<file path="src/verilog/rtf65000_cfg.svh">
`ifndef RTF65000_CFG_SVH
`define RTF65000_CFG_SVH

// depth of the prefetch queue in words. The pointer math assumes a power of two.
`define QUEUE_WORDS 8

// source effective address fields of the opcode word.
`define M   5:3
`define Xn  2:0

// destination effective address fields of a MOVE.
`define DM  8:6
`define DXn 11:9

`endif

</file>
<file path="src/verilog/rtf65000_pkg.sv">
`include "rtf65000_cfg.svh"

package rtf65000_pkg;

	typedef logic [15:0] iword_t;

	// head word in the low sixteen bits, later words above it.
	typedef logic [79:0] iwin_t;

	// instruction length in words, 1 to 5.
	typedef logic [2:0] ilen_t;

	typedef logic [$clog2(`QUEUE_WORDS + 1) - 1:0] qcount_t;

	typedef enum logic [6:0] {
		op_illegal,
		op_ori_sr, op_ori, op_andi_sr, op_andi,
		op_subi, op_addi, op_eori_sr, op_eori, op_cmpi,
		op_btst, op_bchg, op_bclr, op_bset,
		op_move, op_movea, op_move_from_sr, op_move_to_sr,
		op_negx, op_clr, op_neg, op_not,
		op_ext, op_nbcd, op_swap, op_pea,
		op_tas, op_tst, op_trap, op_link, op_unlk,
		op_reset, op_nop, op_stop, op_rte, op_rts, op_trapv,
		op_jsr, op_jmp, op_lea, op_chk,
		op_addq, op_subq, op_scc, op_dbcc,
		op_bra, op_bsr, op_bcc, op_moveq,
		op_divu, op_divs, op_sbcd, op_or,
		op_sub, op_subx, op_suba,
		op_eor, op_cmp, op_cmpa,
		op_mulu, op_muls, op_abcd, op_exg, op_and,
		op_add, op_addx, op_adda,
		// memory shifts by one bit.
		op_asdm, op_lsdm, op_roxdm, op_rodm,
		// register shifts.
		op_asd, op_lsd, op_roxd, op_rod
	} op_t;

endpackage

</file>
<file path="src/verilog/idecoder.sv">
`timescale 1ns/1ps
`include "rtf65000_cfg.svh"

module idecoder (
	input  rtf65000_pkg::iword_t opcode,
	output rtf65000_pkg::op_t    op
);

	// the opcode line selects a group, then the subfields pick the mnemonic.
	// within a line, the more specific pattern is tested first.
	always_comb begin
		op = rtf65000_pkg::op_illegal;
		case (opcode[15:12])
			4'h0: begin
				if (opcode == 16'h007C)
					op = rtf65000_pkg::op_ori_sr;
				else if (opcode[11:8] == 4'h0)
					op = rtf65000_pkg::op_ori;
				else if (opcode == 16'h027C)
					op = rtf65000_pkg::op_andi_sr;
				else if (opcode[11:8] == 4'h2)
					op = rtf65000_pkg::op_andi;
				else if (opcode[11:8] == 4'h4)
					op = rtf65000_pkg::op_subi;
				else if (opcode[11:8] == 4'h6)
					op = rtf65000_pkg::op_addi;
				else if (opcode == 16'h0A7C)
					op = rtf65000_pkg::op_eori_sr;
				else if (opcode[11:8] == 4'hA)
					op = rtf65000_pkg::op_eori;
				else if (opcode[11:8] == 4'hC)
					op = rtf65000_pkg::op_cmpi;
				else if (opcode[11:6] == 6'b1000_00)
					op = rtf65000_pkg::op_btst;
				else if (opcode[11:6] == 6'b1000_01)
					op = rtf65000_pkg::op_bchg;
				else if (opcode[11:6] == 6'b1000_10)
					op = rtf65000_pkg::op_bclr;
				else if (opcode[11:6] == 6'b1000_11)
					op = rtf65000_pkg::op_bset;
			end
			4'h1, 4'h2, 4'h3: begin
				if (opcode[`DM] == 3'b001)
					op = rtf65000_pkg::op_movea;
				else
					op = rtf65000_pkg::op_move;
			end
			4'h4: begin
				if (opcode == 16'h4AFC)
					op = rtf65000_pkg::op_illegal;
				else if (opcode[11:6] == 6'b0000_11)
					op = rtf65000_pkg::op_move_from_sr;
				else if (opcode[11:8] == 4'h0)
					op = rtf65000_pkg::op_negx;
				else if (opcode[11:8] == 4'h2)
					op = rtf65000_pkg::op_clr;
				else if (opcode[11:8] == 4'h4)
					op = rtf65000_pkg::op_neg;
				else if (opcode[11:6] == 6'b0110_11)
					op = rtf65000_pkg::op_move_to_sr;
				else if (opcode[11:8] == 4'h6)
					op = rtf65000_pkg::op_not;
				else if (opcode[11:8] == 4'h8 && opcode[7] && opcode[5:3] == 3'b000)
					op = rtf65000_pkg::op_ext;
				else if (opcode[11:6] == 6'b1000_00)
					op = rtf65000_pkg::op_nbcd;
				else if (opcode[11:3] == 9'b1000_0100_0)
					op = rtf65000_pkg::op_swap;
				else if (opcode[11:6] == 6'b1000_01)
					op = rtf65000_pkg::op_pea;
				else if (opcode[11:6] == 6'b1010_11)
					op = rtf65000_pkg::op_tas;
				else if (opcode[11:8] == 4'hA)
					op = rtf65000_pkg::op_tst;
				else if (opcode[11:4] == 8'hE4)
					op = rtf65000_pkg::op_trap;
				else if (opcode[11:3] == 9'b1110_0101_0)
					op = rtf65000_pkg::op_link;
				else if (opcode[11:3] == 9'b1110_0101_1)
					op = rtf65000_pkg::op_unlk;
				else if (opcode == 16'h4E70)
					op = rtf65000_pkg::op_reset;
				else if (opcode == 16'h4E71)
					op = rtf65000_pkg::op_nop;
				else if (opcode == 16'h4E72)
					op = rtf65000_pkg::op_stop;
				else if (opcode == 16'h4E73)
					op = rtf65000_pkg::op_rte;
				else if (opcode == 16'h4E75)
					op = rtf65000_pkg::op_rts;
				else if (opcode == 16'h4E76)
					op = rtf65000_pkg::op_trapv;
				else if (opcode[11:6] == 6'b1110_10)
					op = rtf65000_pkg::op_jsr;
				else if (opcode[11:6] == 6'b1110_11)
					op = rtf65000_pkg::op_jmp;
				else if (opcode[8:6] == 3'b111)
					op = rtf65000_pkg::op_lea;
				else if (opcode[8:6] == 3'b110)
					op = rtf65000_pkg::op_chk;
			end
			4'h5: begin
				if (opcode[7:3] == 5'b11001)
					op = rtf65000_pkg::op_dbcc;
				else if (opcode[7:6] == 2'b11)
					op = rtf65000_pkg::op_scc;
				else if (!opcode[8])
					op = rtf65000_pkg::op_addq;
				else
					op = rtf65000_pkg::op_subq;
			end
			4'h6: begin
				if (opcode[11:8] == 4'h0)
					op = rtf65000_pkg::op_bra;
				else if (opcode[11:8] == 4'h1)
					op = rtf65000_pkg::op_bsr;
				else
					op = rtf65000_pkg::op_bcc;
			end
			4'h7: begin
				if (!opcode[8])
					op = rtf65000_pkg::op_moveq;
			end
			4'h8: begin
				if (opcode[8:6] == 3'b011)
					op = rtf65000_pkg::op_divu;
				else if (opcode[8:6] == 3'b111)
					op = rtf65000_pkg::op_divs;
				else if (opcode[8:4] == 5'b10000)
					op = rtf65000_pkg::op_sbcd;
				else
					op = rtf65000_pkg::op_or;
			end
			4'h9: begin
				// size 11 marks SUBA, so it wins over the SUBX register forms.
				if (opcode[7:6] == 2'b11)
					op = rtf65000_pkg::op_suba;
				else if (opcode[8] && opcode[5:4] == 2'b00)
					op = rtf65000_pkg::op_subx;
				else
					op = rtf65000_pkg::op_sub;
			end
			4'hB: begin
				if (opcode[7:6] == 2'b11)
					op = rtf65000_pkg::op_cmpa;
				else if (opcode[8])
					op = rtf65000_pkg::op_eor;
				else
					op = rtf65000_pkg::op_cmp;
			end
			4'hC: begin
				// only the three real EXG opmodes, so ABCD and MULS stay reachable.
				if (opcode[8] && (opcode[7:3] == 5'b01000 || opcode[7:3] == 5'b01001
						|| opcode[7:3] == 5'b10001))
					op = rtf65000_pkg::op_exg;
				else if (opcode[8:6] == 3'b111)
					op = rtf65000_pkg::op_muls;
				else if (opcode[8:6] == 3'b011)
					op = rtf65000_pkg::op_mulu;
				else if (opcode[8:4] == 5'b10000)
					op = rtf65000_pkg::op_abcd;
				else
					op = rtf65000_pkg::op_and;
			end
			4'hD: begin
				if (opcode[7:6] == 2'b11)
					op = rtf65000_pkg::op_adda;
				else if (opcode[8] && opcode[5:4] == 2'b00)
					op = rtf65000_pkg::op_addx;
				else
					op = rtf65000_pkg::op_add;
			end
			4'hE: begin
				if (opcode[7:6] == 2'b11 && !opcode[11]) begin
					case (opcode[10:9])
						2'b00: op = rtf65000_pkg::op_asdm;
						2'b01: op = rtf65000_pkg::op_lsdm;
						2'b10: op = rtf65000_pkg::op_roxdm;
						default: op = rtf65000_pkg::op_rodm;
					endcase
				end else if (opcode[7:6] != 2'b11) begin
					case (opcode[4:3])
						2'b00: op = rtf65000_pkg::op_asd;
						2'b01: op = rtf65000_pkg::op_lsd;
						2'b10: op = rtf65000_pkg::op_roxd;
						default: op = rtf65000_pkg::op_rod;
					endcase
				end
			end
			default: op = rtf65000_pkg::op_illegal;
		endcase
	end

endmodule

</file>
<file path="src/verilog/ilength.sv">
`timescale 1ns/1ps
`include "rtf65000_cfg.svh"

module ilength (
	input  rtf65000_pkg::op_t    op,
	input  rtf65000_pkg::iword_t opcode,
	input  logic [7:0]           disp8,
	output rtf65000_pkg::ilen_t  len
);

	logic       is_mr;
	logic       is_imm;
	logic [1:0] imm_words;
	logic [1:0] src_words;
	logic [1:0] dst_words;
	logic [1:0] br_words;

	// extension words taken by one effective address.
	// the immediate mode is counted as a single word whatever the size.
	function automatic logic [1:0] ea_words(input logic [2:0] mode, input logic [2:0] rn);
		logic [1:0] n;
		n = 2'd0;
		if (mode == 3'b101 || mode == 3'b110)
			n = 2'd1;
		else if (mode == 3'b111) begin
			case (rn)
				3'b000, 3'b010, 3'b011, 3'b100: n = 2'd1;
				3'b001: n = 2'd2;
				default: n = 2'd0;
			endcase
		end
		return n;
	endfunction

	always_comb begin
		case (op)
			rtf65000_pkg::op_ori, rtf65000_pkg::op_andi, rtf65000_pkg::op_subi,
			rtf65000_pkg::op_addi, rtf65000_pkg::op_eori, rtf65000_pkg::op_cmpi:
				is_imm = 1'b1;
			default: is_imm = 1'b0;
		endcase
	end

	always_comb begin
		case (op)
			rtf65000_pkg::op_ori, rtf65000_pkg::op_andi, rtf65000_pkg::op_subi,
			rtf65000_pkg::op_addi, rtf65000_pkg::op_eori, rtf65000_pkg::op_cmpi,
			rtf65000_pkg::op_btst, rtf65000_pkg::op_bchg, rtf65000_pkg::op_bclr,
			rtf65000_pkg::op_bset, rtf65000_pkg::op_move, rtf65000_pkg::op_movea,
			rtf65000_pkg::op_move_from_sr, rtf65000_pkg::op_move_to_sr,
			rtf65000_pkg::op_negx, rtf65000_pkg::op_clr, rtf65000_pkg::op_neg,
			rtf65000_pkg::op_not, rtf65000_pkg::op_nbcd, rtf65000_pkg::op_pea,
			rtf65000_pkg::op_tas, rtf65000_pkg::op_tst, rtf65000_pkg::op_jsr,
			rtf65000_pkg::op_jmp, rtf65000_pkg::op_lea, rtf65000_pkg::op_chk,
			rtf65000_pkg::op_addq, rtf65000_pkg::op_subq, rtf65000_pkg::op_scc,
			rtf65000_pkg::op_divu, rtf65000_pkg::op_divs, rtf65000_pkg::op_or,
			rtf65000_pkg::op_sub, rtf65000_pkg::op_suba, rtf65000_pkg::op_eor,
			rtf65000_pkg::op_cmp, rtf65000_pkg::op_cmpa, rtf65000_pkg::op_mulu,
			rtf65000_pkg::op_muls, rtf65000_pkg::op_and, rtf65000_pkg::op_add,
			rtf65000_pkg::op_adda, rtf65000_pkg::op_asdm, rtf65000_pkg::op_lsdm,
			rtf65000_pkg::op_roxdm, rtf65000_pkg::op_rodm:
				is_mr = 1'b1;
			default: is_mr = 1'b0;
		endcase
	end

	always_comb begin
		imm_words = 2'd0;
		if (op == rtf65000_pkg::op_ori_sr || op == rtf65000_pkg::op_andi_sr
				|| op == rtf65000_pkg::op_eori_sr || op == rtf65000_pkg::op_stop
				|| op == rtf65000_pkg::op_link)
			imm_words = 2'd1;
		else if (is_imm)
			imm_words = opcode[7] ? 2'd2 : 2'd1;
	end

	assign src_words = is_mr ? ea_words(opcode[`M], opcode[`Xn]) : 2'd0;
	assign dst_words = (op == rtf65000_pkg::op_move || op == rtf65000_pkg::op_movea) ?
		ea_words(opcode[`DM], opcode[`DXn]) : 2'd0;

	always_comb begin
		br_words = 2'd0;
		if (op == rtf65000_pkg::op_bra || op == rtf65000_pkg::op_bsr
				|| op == rtf65000_pkg::op_bcc) begin
			if (disp8 == 8'h00)
				br_words = 2'd1;
			else if (disp8 == 8'hFF)
				br_words = 2'd2;
		end else if (op == rtf65000_pkg::op_dbcc)
			br_words = 2'd1;
	end

	// no instruction combines more than four extension words.
	assign len = rtf65000_pkg::ilen_t'(3'd1 + imm_words + src_words + dst_words + br_words);

endmodule

</file>
<file path="src/verilog/iqueue.sv">
`timescale 1ns/1ps
`include "rtf65000_cfg.svh"

module iqueue (
	input  logic                  clk,
	input  logic                  rst_n,
	input  rtf65000_pkg::iword_t  word,
	input  logic                  word_strobe,
	input  logic                  consume,
	input  rtf65000_pkg::ilen_t   consume_len,
	output rtf65000_pkg::iwin_t   window,
	output rtf65000_pkg::qcount_t count,
	output logic                  full
);

	localparam int PW = $clog2(`QUEUE_WORDS);

	rtf65000_pkg::iword_t mem [`QUEUE_WORDS];
	logic [PW-1:0]        rd_ptr;
	logic [PW-1:0]        wr_ptr;
	logic                 wr_en;
	logic [PW-1:0]        rd_step;

	assign full = (count == rtf65000_pkg::qcount_t'(`QUEUE_WORDS));

	// a strobe while full is lost.
	assign wr_en = word_strobe && !full;
	assign rd_step = consume ? PW'(consume_len) : '0;

	always_ff @(posedge clk) begin
		if (wr_en)
			mem[wr_ptr] <= word;
	end

	always_ff @(posedge clk) begin
		if (!rst_n) begin
			rd_ptr <= '0;
			wr_ptr <= '0;
			count <= '0;
		end else begin
			rd_ptr <= rd_ptr + rd_step;
			if (wr_en)
				wr_ptr <= wr_ptr + 1'b1;
			count <= count + rtf65000_pkg::qcount_t'(wr_en)
				- (consume ? rtf65000_pkg::qcount_t'(consume_len) : '0);
		end
	end

	// five words from the head, zero past the occupied part.
	always_comb begin
		logic [PW-1:0] idx;
		window = '0;
		for (int i = 0; i < 5; i++) begin
			idx = rd_ptr + PW'(i);
			if (rtf65000_pkg::qcount_t'(i) < count)
				window[16*i +: 16] = mem[idx];
		end
	end

endmodule

</file>
<file path="src/verilog/decode_unit.sv">
`timescale 1ns/1ps

module decode_unit (
	input  logic                 clk,
	input  logic                 rst_n,
	input  rtf65000_pkg::iword_t word,
	input  logic                 word_strobe,
	input  logic                 hold,
	output logic                 full,
	output logic                 dec_valid,
	output rtf65000_pkg::op_t    dec_op,
	output rtf65000_pkg::ilen_t  dec_len,
	output rtf65000_pkg::iwin_t  dec_window
);

	rtf65000_pkg::iwin_t   window;
	rtf65000_pkg::qcount_t count;
	rtf65000_pkg::op_t     op;
	rtf65000_pkg::ilen_t   len;
	logic                  ready;

	iqueue iqueue_inst (
		.clk         (clk),
		.rst_n       (rst_n),
		.word        (word),
		.word_strobe (word_strobe),
		.consume     (ready),
		.consume_len (len),
		.window      (window),
		.count       (count),
		.full        (full)
	);

	idecoder idecoder_inst (
		.opcode (window[15:0]),
		.op     (op)
	);

	ilength ilength_inst (
		.op     (op),
		.opcode (window[15:0]),
		.disp8  (window[7:0]),
		.len    (len)
	);

	// the head instruction is complete once every one of its words is queued.
	assign ready = (count >= rtf65000_pkg::qcount_t'(len)) && !hold;

	always_ff @(posedge clk) begin
		if (!rst_n)
			dec_valid <= 1'b0;
		else
			dec_valid <= ready;
	end

	always_ff @(posedge clk) begin
		if (ready) begin
			dec_op <= op;
			dec_len <= len;
			dec_window <= window;
		end
	end

endmodule

</file>
<file path="config.mk">
export PLATFORM = sky130hd
export DESIGN_NAME = decode_unit
export DESIGN_NICKNAME = d
export VERILOG_FILES = /design/src/verilog/rtf65000_pkg.sv /design/src/verilog/idecoder.sv /design/src/verilog/ilength.sv /design/src/verilog/iqueue.sv /design/src/verilog/decode_unit.sv
export VERILOG_INCLUDE_DIRS = /design/src /design/src/verilog
export SDC_FILE = /design/constraint.sdc
export NUM_CORES = 1
export LEC_CHECK = 0
export ABC_AREA = 1
export BUFFER_PORTS_ARGS = -buffer_cell sky130_fd_sc_hd__buf_2
export CAP_MARGIN = 5
export CELL_PAD_IN_SITES_DETAIL_PLACEMENT = 2
export CELL_PAD_IN_SITES_GLOBAL_PLACEMENT = 2
export CORE_UTILIZATION = 34
export CTS_BUF_LIST = sky130_fd_sc_hd__clkbuf_8
export CTS_CLUSTER_DIAMETER = 40
export DETAILED_ROUTE_END_ITERATION = 10
export PLACE_DENSITY_LB_ADDON = 0.25
export SYNTH_ARGS = -nofsm -noshare
export SYNTH_HDL_FRONTEND = slang
export SYNTH_SLANG_ARGS = --single-unit
export TNS_END_PERCENT = 5
</file>
<file path="constraint.sdc">
create_clock -name clk -period 11.4 [get_ports clk]
set_clock_uncertainty 0.05 [all_clocks]
set_input_delay 1.14 -clock clk [delete_from_list [all_inputs] [get_ports clk]]
set_output_delay 1.14 -clock clk [all_outputs]
set_load 0.01 [all_outputs]
</file>
==> results of run 1 <==
-- logic make-up (layout without fill, tap and decap cells) --
| kind of cell | Yosys count | count (layout) |
|---|---|---|
| simple gates | 831 | 831 |
| flops | 229 | 229 |
| buf+inv | 173 | 328 |
| compound gates | 150 | 150 |
| mux | 64 | 64 |
| fa+ha+maj | 30 | 30 |
| xor+xnor | 7 | 7 |
| other cells | 0 | 1 |
-- stage by stage --
stage | hold WS, ns | area (um2) | std cells
global placement | 0.477 | 14200 | 2059
detailed placement | 0.489 | 14200 | 2059
global route | 0.517 | 15200 | 2150
CTS | 0.498 | 15200 | 2150
finish | 0.488 | 15200 | 2151
floorplan | 0.437 | 13200 | 1484
-- synth_stat cells, drive strengths merged (11+ instances only) --
cell type	count	area share
nand2	441	0.13
nand3	257	0.10
edfxtp	218	0.50
inv	103	0.029
nor2	102	0.033
a21oi	83	0.032
mux2i	64	0.049
buf	36	0.019
clkbuf	31	0.0088
ha	25	0.024
o21ai	25	0.010
a31oi	16	0.0076
nor3	15	0.0064
nand4	12	0.0057
dfxtp	11	0.017
-- cell usage in the layout, fill, tap and decap left out, drive strengths merged, types with 2 or more instances in the layout --
cell type  instances
a21oi             83
fa                 5
xnor2              2
o21bai             2
clkinv            22
a21o               3
nand4             12
o211ai             6
clkinvlp           9
o31ai              2
nor2             102
edfxtp           218
ha                25
xor2               5
nand2            441
a211oi             3
mux2i             64
nor4               2
buf              131
bufinv             4
o21ai             25
a311oi             5
clkbuf            51
inv              111
nand3            257
nor3              15
dfxtp             11
a31oi             16
-- power groups by stage --
stage	logic (uW)	clock network, uW	registers (uW)
after floorplan	1800	0	1550
after CTS	2900	963	1460
after detailed placement	2880	0	1470
final	2870	943	1450
after global routing	3180	999	1480
after global placement	2760	0	1460
-- worst max-delay path, delay by kind of cell (launching register included) --
kind | cells | cell delay [ns]
buf+inv | 8 | 2.12
xor+xnor | 2 | 0.42
flops | 1 | 0.88
compound gates | 5 | 0.74
fa+ha+maj | 7 | 2.50
simple gates | 25 | 2.87
-- state kept, by name (all words and copies together) (netlist names) --
register and flops:
iqueue_inst.mem 128, dec_len 3, iqueue_inst.wr_ptr 3, iqueue_inst.count 4, dec_window 80, dec_op 7
dec_valid 1, iqueue_inst.rd_ptr 3
-- final timing paths --
path / start / endpoint / cells past startpoint
worst max register to register: iqueue_inst.rd_ptr[0]$_SDFF_PN0_ / iqueue_inst.count[3]$_SDFF_PN0_ / 47
worst min-delay path: iqueue_inst.wr_ptr[1]$_SDFFE_PN0P_ / iqueue_inst.wr_ptr[1]$_SDFFE_PN0P_ / 2
worst max-delay path: iqueue_inst.rd_ptr[0]$_SDFF_PN0_ / iqueue_inst.count[3]$_SDFF_PN0_ / 47
worst min register to register: iqueue_inst.wr_ptr[1]$_SDFFE_PN0P_ / iqueue_inst.wr_ptr[1]$_SDFFE_PN0P_ / 2
-- per-layer routing --
metal / wire [um] / vias to the layer above / GRT usage
met5: 0 / - / 0
li1: - / 5371 / -
met1: 22500 / 6038 / 0.337
met2: 24800 / 263 / 0.451
met4: 1330 / 0 / 0.0903
met3: 1920 / 83 / 0.0366
-- layout make-up --
cell class | count | area [um2]
clock buffer | 51 | 702
fill | 4294 | 22700
antenna | 1 | 2.50
sequential | 229 | 6770
multi-input combinational | 1082 | 5660
clock inverter | 40 | 315
tap | 511 | 639
timing repair buffer | 131 | 706
inverter | 106 | 400
==> impl_metrics.env, run 1 <==
export IMPL_num_rows=71
export IMPL_p_per_area_nw_per_um2=347
export IMPL_post_route_min_period_ns=9.73
export IMPL_hold_path_class="reg -> reg"
export IMPL_arrival_ns=10.22
export IMPL_clkSinkCount=229
export IMPL_drv_slew=0
export IMPL_drc_errors=0
export IMPL_share_seq_of_total_power=0.276
export IMPL_async_flop_share=0
export IMPL_p_leak_uw=0.00624
export IMPL_overflow=0
export IMPL_cts_inserted_buffers=51
export IMPL_slew_headroom=0.224
export IMPL_synthCells=1484
export IMPL_fin_ws_ns=1.67
export IMPL_rsz0062_at_grt="false"
export IMPL_synth_mux_area_frac=0.0486
export IMPL_setup_viol=0
export IMPL_worstSetupStartpointType="flip-flop"
export IMPL_crit_path_max_fanout=73
export IMPL_total_power_uw=5270
export IMPL_die_width_um=199
export IMPL_synth_seq_cells=229
export IMPL_netlist_area_um2=13200
export IMPL_worstMarginPinSlew_ns=1.16
export IMPL_wirelength_um=50600
export IMPL_synth_edff_count=218
export IMPL_post_cts_buffers=0
export IMPL_utilization=0.401
export IMPL_fp_dieH_um=199
export IMPL_root_buffer="clkbuf_8"
export IMPL_grtUsageTotal=0.263
export IMPL_synthAdderAreaFrac=0.0313
export IMPL_clock_latency_ns=0.63
export IMPL_hold_violations=0
export IMPL_cts_max_path_buffers=3
export IMPL_cpMaxStageDelayCell="buf_4"
export IMPL_internal_power_uw=2660
export IMPL_path_class="reg -> reg"
export IMPL_vias_per_cell=5.46
export IMPL_syn2layout_area_growth_pct=15.2
export IMPL_fin_crit_sh=0.854
export IMPL_grt_pass1_vias=12900
export IMPL_path_clk_slew_ns=0.06
export IMPL_core_area_um2=37900
export IMPL_maxCapViolCount=0
export IMPL_dp_hpwl_um=34500
export IMPL_die_area_um2=39600
export IMPL_floorplan_initialDensity=0.348
export IMPL_ys_seq_area_frac=0.513
export IMPL_drive_gt1_frac=0.176
export IMPL_synth_cell_type_count=47
export IMPL_critPathCaptureType="flip-flop"
export IMPL_dpl_worst_slack_ns=1.61
export IMPL_synth_compound_area_frac=0.0664
export IMPL_drtIter0Drc=587
export IMPL_grt_max_degree=74
export IMPL_post_cts_resized=0
export IMPL_cpMostUsedCell="nand2_1"
export IMPL_max_freq_mhz=103
export IMPL_cts_hold_buf=0
export IMPL_status="finished, final reports clean"
export IMPL_grt_pass1_wl_um=77000
export IMPL_clockPowerShare=0.179
export IMPL_portBuffers=111
export IMPL_synth_xor_area_frac=0.00465
export IMPL_vias=11800
export IMPL_synth_top_family_by_area="simple AND/OR/NAND/NOR gates"
export IMPL_crit_path_max_incr_delay_ns=0.90
export IMPL_ant_nets=0
export IMPL_drt_pass1_iterations=5
export IMPL_htree_num_levels=2
export IMPL_synth_ff_type="edfxtp_1"
export IMPL_antenna_found_initial=1
export IMPL_cts_tree="yes"
export IMPL_ios=112
export IMPL_swShare=0.495
export IMPL_synth_fp_nets=1534
export IMPL_wl_per_cell_um=23.5
export IMPL_fin_nets=1651
export IMPL_finalWeightedCongestion=0.893
export IMPL_syn_area_per_cell_um2=8.89
export IMPL_r2r_slack_ns=1.67
export IMPL_synthSimpleGateAreaFrac=0.278
export IMPL_pwr_share_comb=0.545
export IMPL_yosysWarnings=0
export IMPL_cp_required_ns=11.89
export IMPL_fin_setup_tns_ns=0
export IMPL_p_sw_uw=2610
export IMPL_ir_worst_vdd_v=0.000205
Note: power is estimated with default switching activity, not from simulation.
==> run 2, diff against run 1 <==
--- a/config.mk
+++ b/config.mk
@@ -13,5 +13,4 @@
 export CELL_PAD_IN_SITES_GLOBAL_PLACEMENT = 2
 export CORE_UTILIZATION = 34
-export CTS_BUF_LIST = sky130_fd_sc_hd__clkbuf_8
 export CTS_CLUSTER_DIAMETER = 40
 export DETAILED_ROUTE_END_ITERATION = 10
--- a/constraint.sdc
+++ b/constraint.sdc
@@ -3,3 +3,3 @@
 set_input_delay 1.14 -clock clk [delete_from_list [all_inputs] [get_ports clk]]
 set_output_delay 1.14 -clock clk [all_outputs]
-set_load 0.01 [all_outputs]
+set_load 0.1 [all_outputs]
==> impl_metrics.env, run 2 (synthesis gave the netlist of run 1 again) <==
export IMPL_ios=112
export IMPL_crit_path_max_fanout=73
export IMPL_grt_pass1_wl_um=78400
export IMPL_slew_headroom=0.216
export IMPL_root_buffer="clkbuf_16"
export IMPL_largest_register="iqueue_inst.mem"
export IMPL_antenna_found_initial=1
export IMPL_hold_violations=0
export IMPL_grt_max_degree=74
export IMPL_finalWeightedCongestion=0.893
export IMPL_drc_errors=0
export IMPL_post_route_min_period_ns=9.80
export IMPL_final_common_cell="nand2_1"
export IMPL_die_area_um2=39600
export IMPL_drt_pass1_iterations=4
export IMPL_cpMaxStageDelayCell="buf_4"
export IMPL_grtUsageTotal=0.267
export IMPL_syn2layout_area_growth_pct=19.8
export IMPL_ant_nets=0
export IMPL_maxCapViolCount=0
export IMPL_grt_pass1_vias=13100
export IMPL_drtIter0Drc=604
export IMPL_num_antenna_cells=0
export IMPL_path_class="reg -> reg"
export IMPL_vias=11800
export IMPL_most_common_layout_cells="nand2_1, nand3_1, edfxtp_1"
export IMPL_floorplan_initialDensity=0.348
export IMPL_wl_per_cell_um=24.0
export IMPL_path_clk_slew_ns=0.05
export IMPL_arrival_ns=10.24
export IMPL_drv_slew=0
export IMPL_worstSetupStartpointType="flip-flop"
export IMPL_largest_reg_flops=128
export IMPL_regArea_um2=6770
export IMPL_drive_gt1_frac=0.179
export IMPL_htree_num_levels=2
export IMPL_fin_setup_tns_ns=0
export IMPL_fin_ws_ns=1.60
export IMPL_cts_hold_buf=0
export IMPL_core_area_um2=37900
export IMPL_setup_viol=0
export IMPL_portBuffers=111
export IMPL_cp_required_ns=11.84
export IMPL_reg_top3="iqueue_inst.mem (128), dec_window (80), dec_op (7)"
export IMPL_num_rows=71
export IMPL_wirelength_um=51500
export IMPL_r2r_slack_ns=1.60
export IMPL_critPathCaptureType="flip-flop"
export IMPL_fin_crit_sh=0.860
export IMPL_crit_path_max_incr_delay_ns=0.89
export IMPL_post_cts_buffers=0
export IMPL_fp_dieH_um=199
export IMPL_cts_inserted_buffers=47
export IMPL_utilization=0.417
export IMPL_n_fill_cell=4228
export IMPL_overflow=0
export IMPL_max_freq_mhz=102
export IMPL_clkSinkCount=229
export IMPL_rsz0062_at_grt="false"
export IMPL_cpMostUsedCell="nand2_1"
export IMPL_multi_input_area_um2=5660
export IMPL_cts_tree="yes"
export IMPL_cts_max_path_buffers=3
export IMPL_status="finished, final reports clean"
export IMPL_worstMarginPinSlew_ns=1.17
export IMPL_clock_latency_ns=0.57
export IMPL_dp_hpwl_um=34500
export IMPL_fin_nets=1647
export IMPL_dpl_worst_slack_ns=1.61
export IMPL_vias_per_cell=5.48
export IMPL_hold_path_class="reg -> reg"
export IMPL_post_cts_resized=0
export IMPL_die_width_um=199
[run 2: cell count changes in the layout (fill, tap and decap cells not counted), sizes merged]
cell      change
bufinv        +3
clkbuf        +2
clkinv        -1
clkinvlp      -3
diode         -1
inv           -5
[run 2: final cells by class]
type / count / area share
timing repair buffer: 131 / 0.0446
multi-input combinational: 1082 / 0.358
clock inverter: 34 / 0.0246
inverter: 106 / 0.0253
tap: 511 / 0.0404
sequential: 229 / 0.428
clock buffer: 53 / 0.0785
[run 2: worst max-delay path, delay by kind of cell, from the launching register on]
| kind | cells | cell delay [ns] |
|---|---|---|
| xor gates and xnor gates | 2 | 0.49 |
| DFF | 1 | 0.88 |
| adders and majority gates | 8 | 2.75 |
| buffers and inverters | 8 | 1.92 |
| AOI/OAI and AO/OA | 5 | 0.73 |
| and+or+nand+nor | 25 | 2.82 |
[run 2: layer usage]
layer  up-vias  GRT usage  share of wire
met3        92     0.0405          0.043
met2       307      0.460           0.49
met4         2     0.0920          0.031
met1      5992      0.340           0.44
met5         -          0        0.00023
li1       5372          -              -
[run 2: worst paths after layout]
check,from,end,depth (start not counted)
min reg2reg,iqueue_inst.wr_ptr[1]$_SDFFE_PN0P_,iqueue_inst.wr_ptr[1]$_SDFFE_PN0P_,2
max,iqueue_inst.rd_ptr[0]$_SDFF_PN0_,iqueue_inst.count[3]$_SDFF_PN0_,48
min,iqueue_inst.wr_ptr[1]$_SDFFE_PN0P_,iqueue_inst.wr_ptr[1]$_SDFFE_PN0P_,2
max reg2reg,iqueue_inst.rd_ptr[0]$_SDFF_PN0_,iqueue_inst.count[3]$_SDFF_PN0_,48
[run 2: per-stage QoR]
| step | cells | cell area [um2] | hold slack (ns) |
|---|---|---|---|
| finish | 2146 | 15800 | 0.489 |
| global route | 2146 | 15800 | 0.516 |
| CTS | 2146 | 15800 | 0.497 |
| detailed placement | 2059 | 14200 | 0.489 |
| global placement | 2059 | 14200 | 0.477 |
| floorplan | 1484 | 13200 | 0.437 |
Power of run 2 is not shown: default switching activity piles up to over one toggle a cycle in this logic, so the estimate is an artifact.
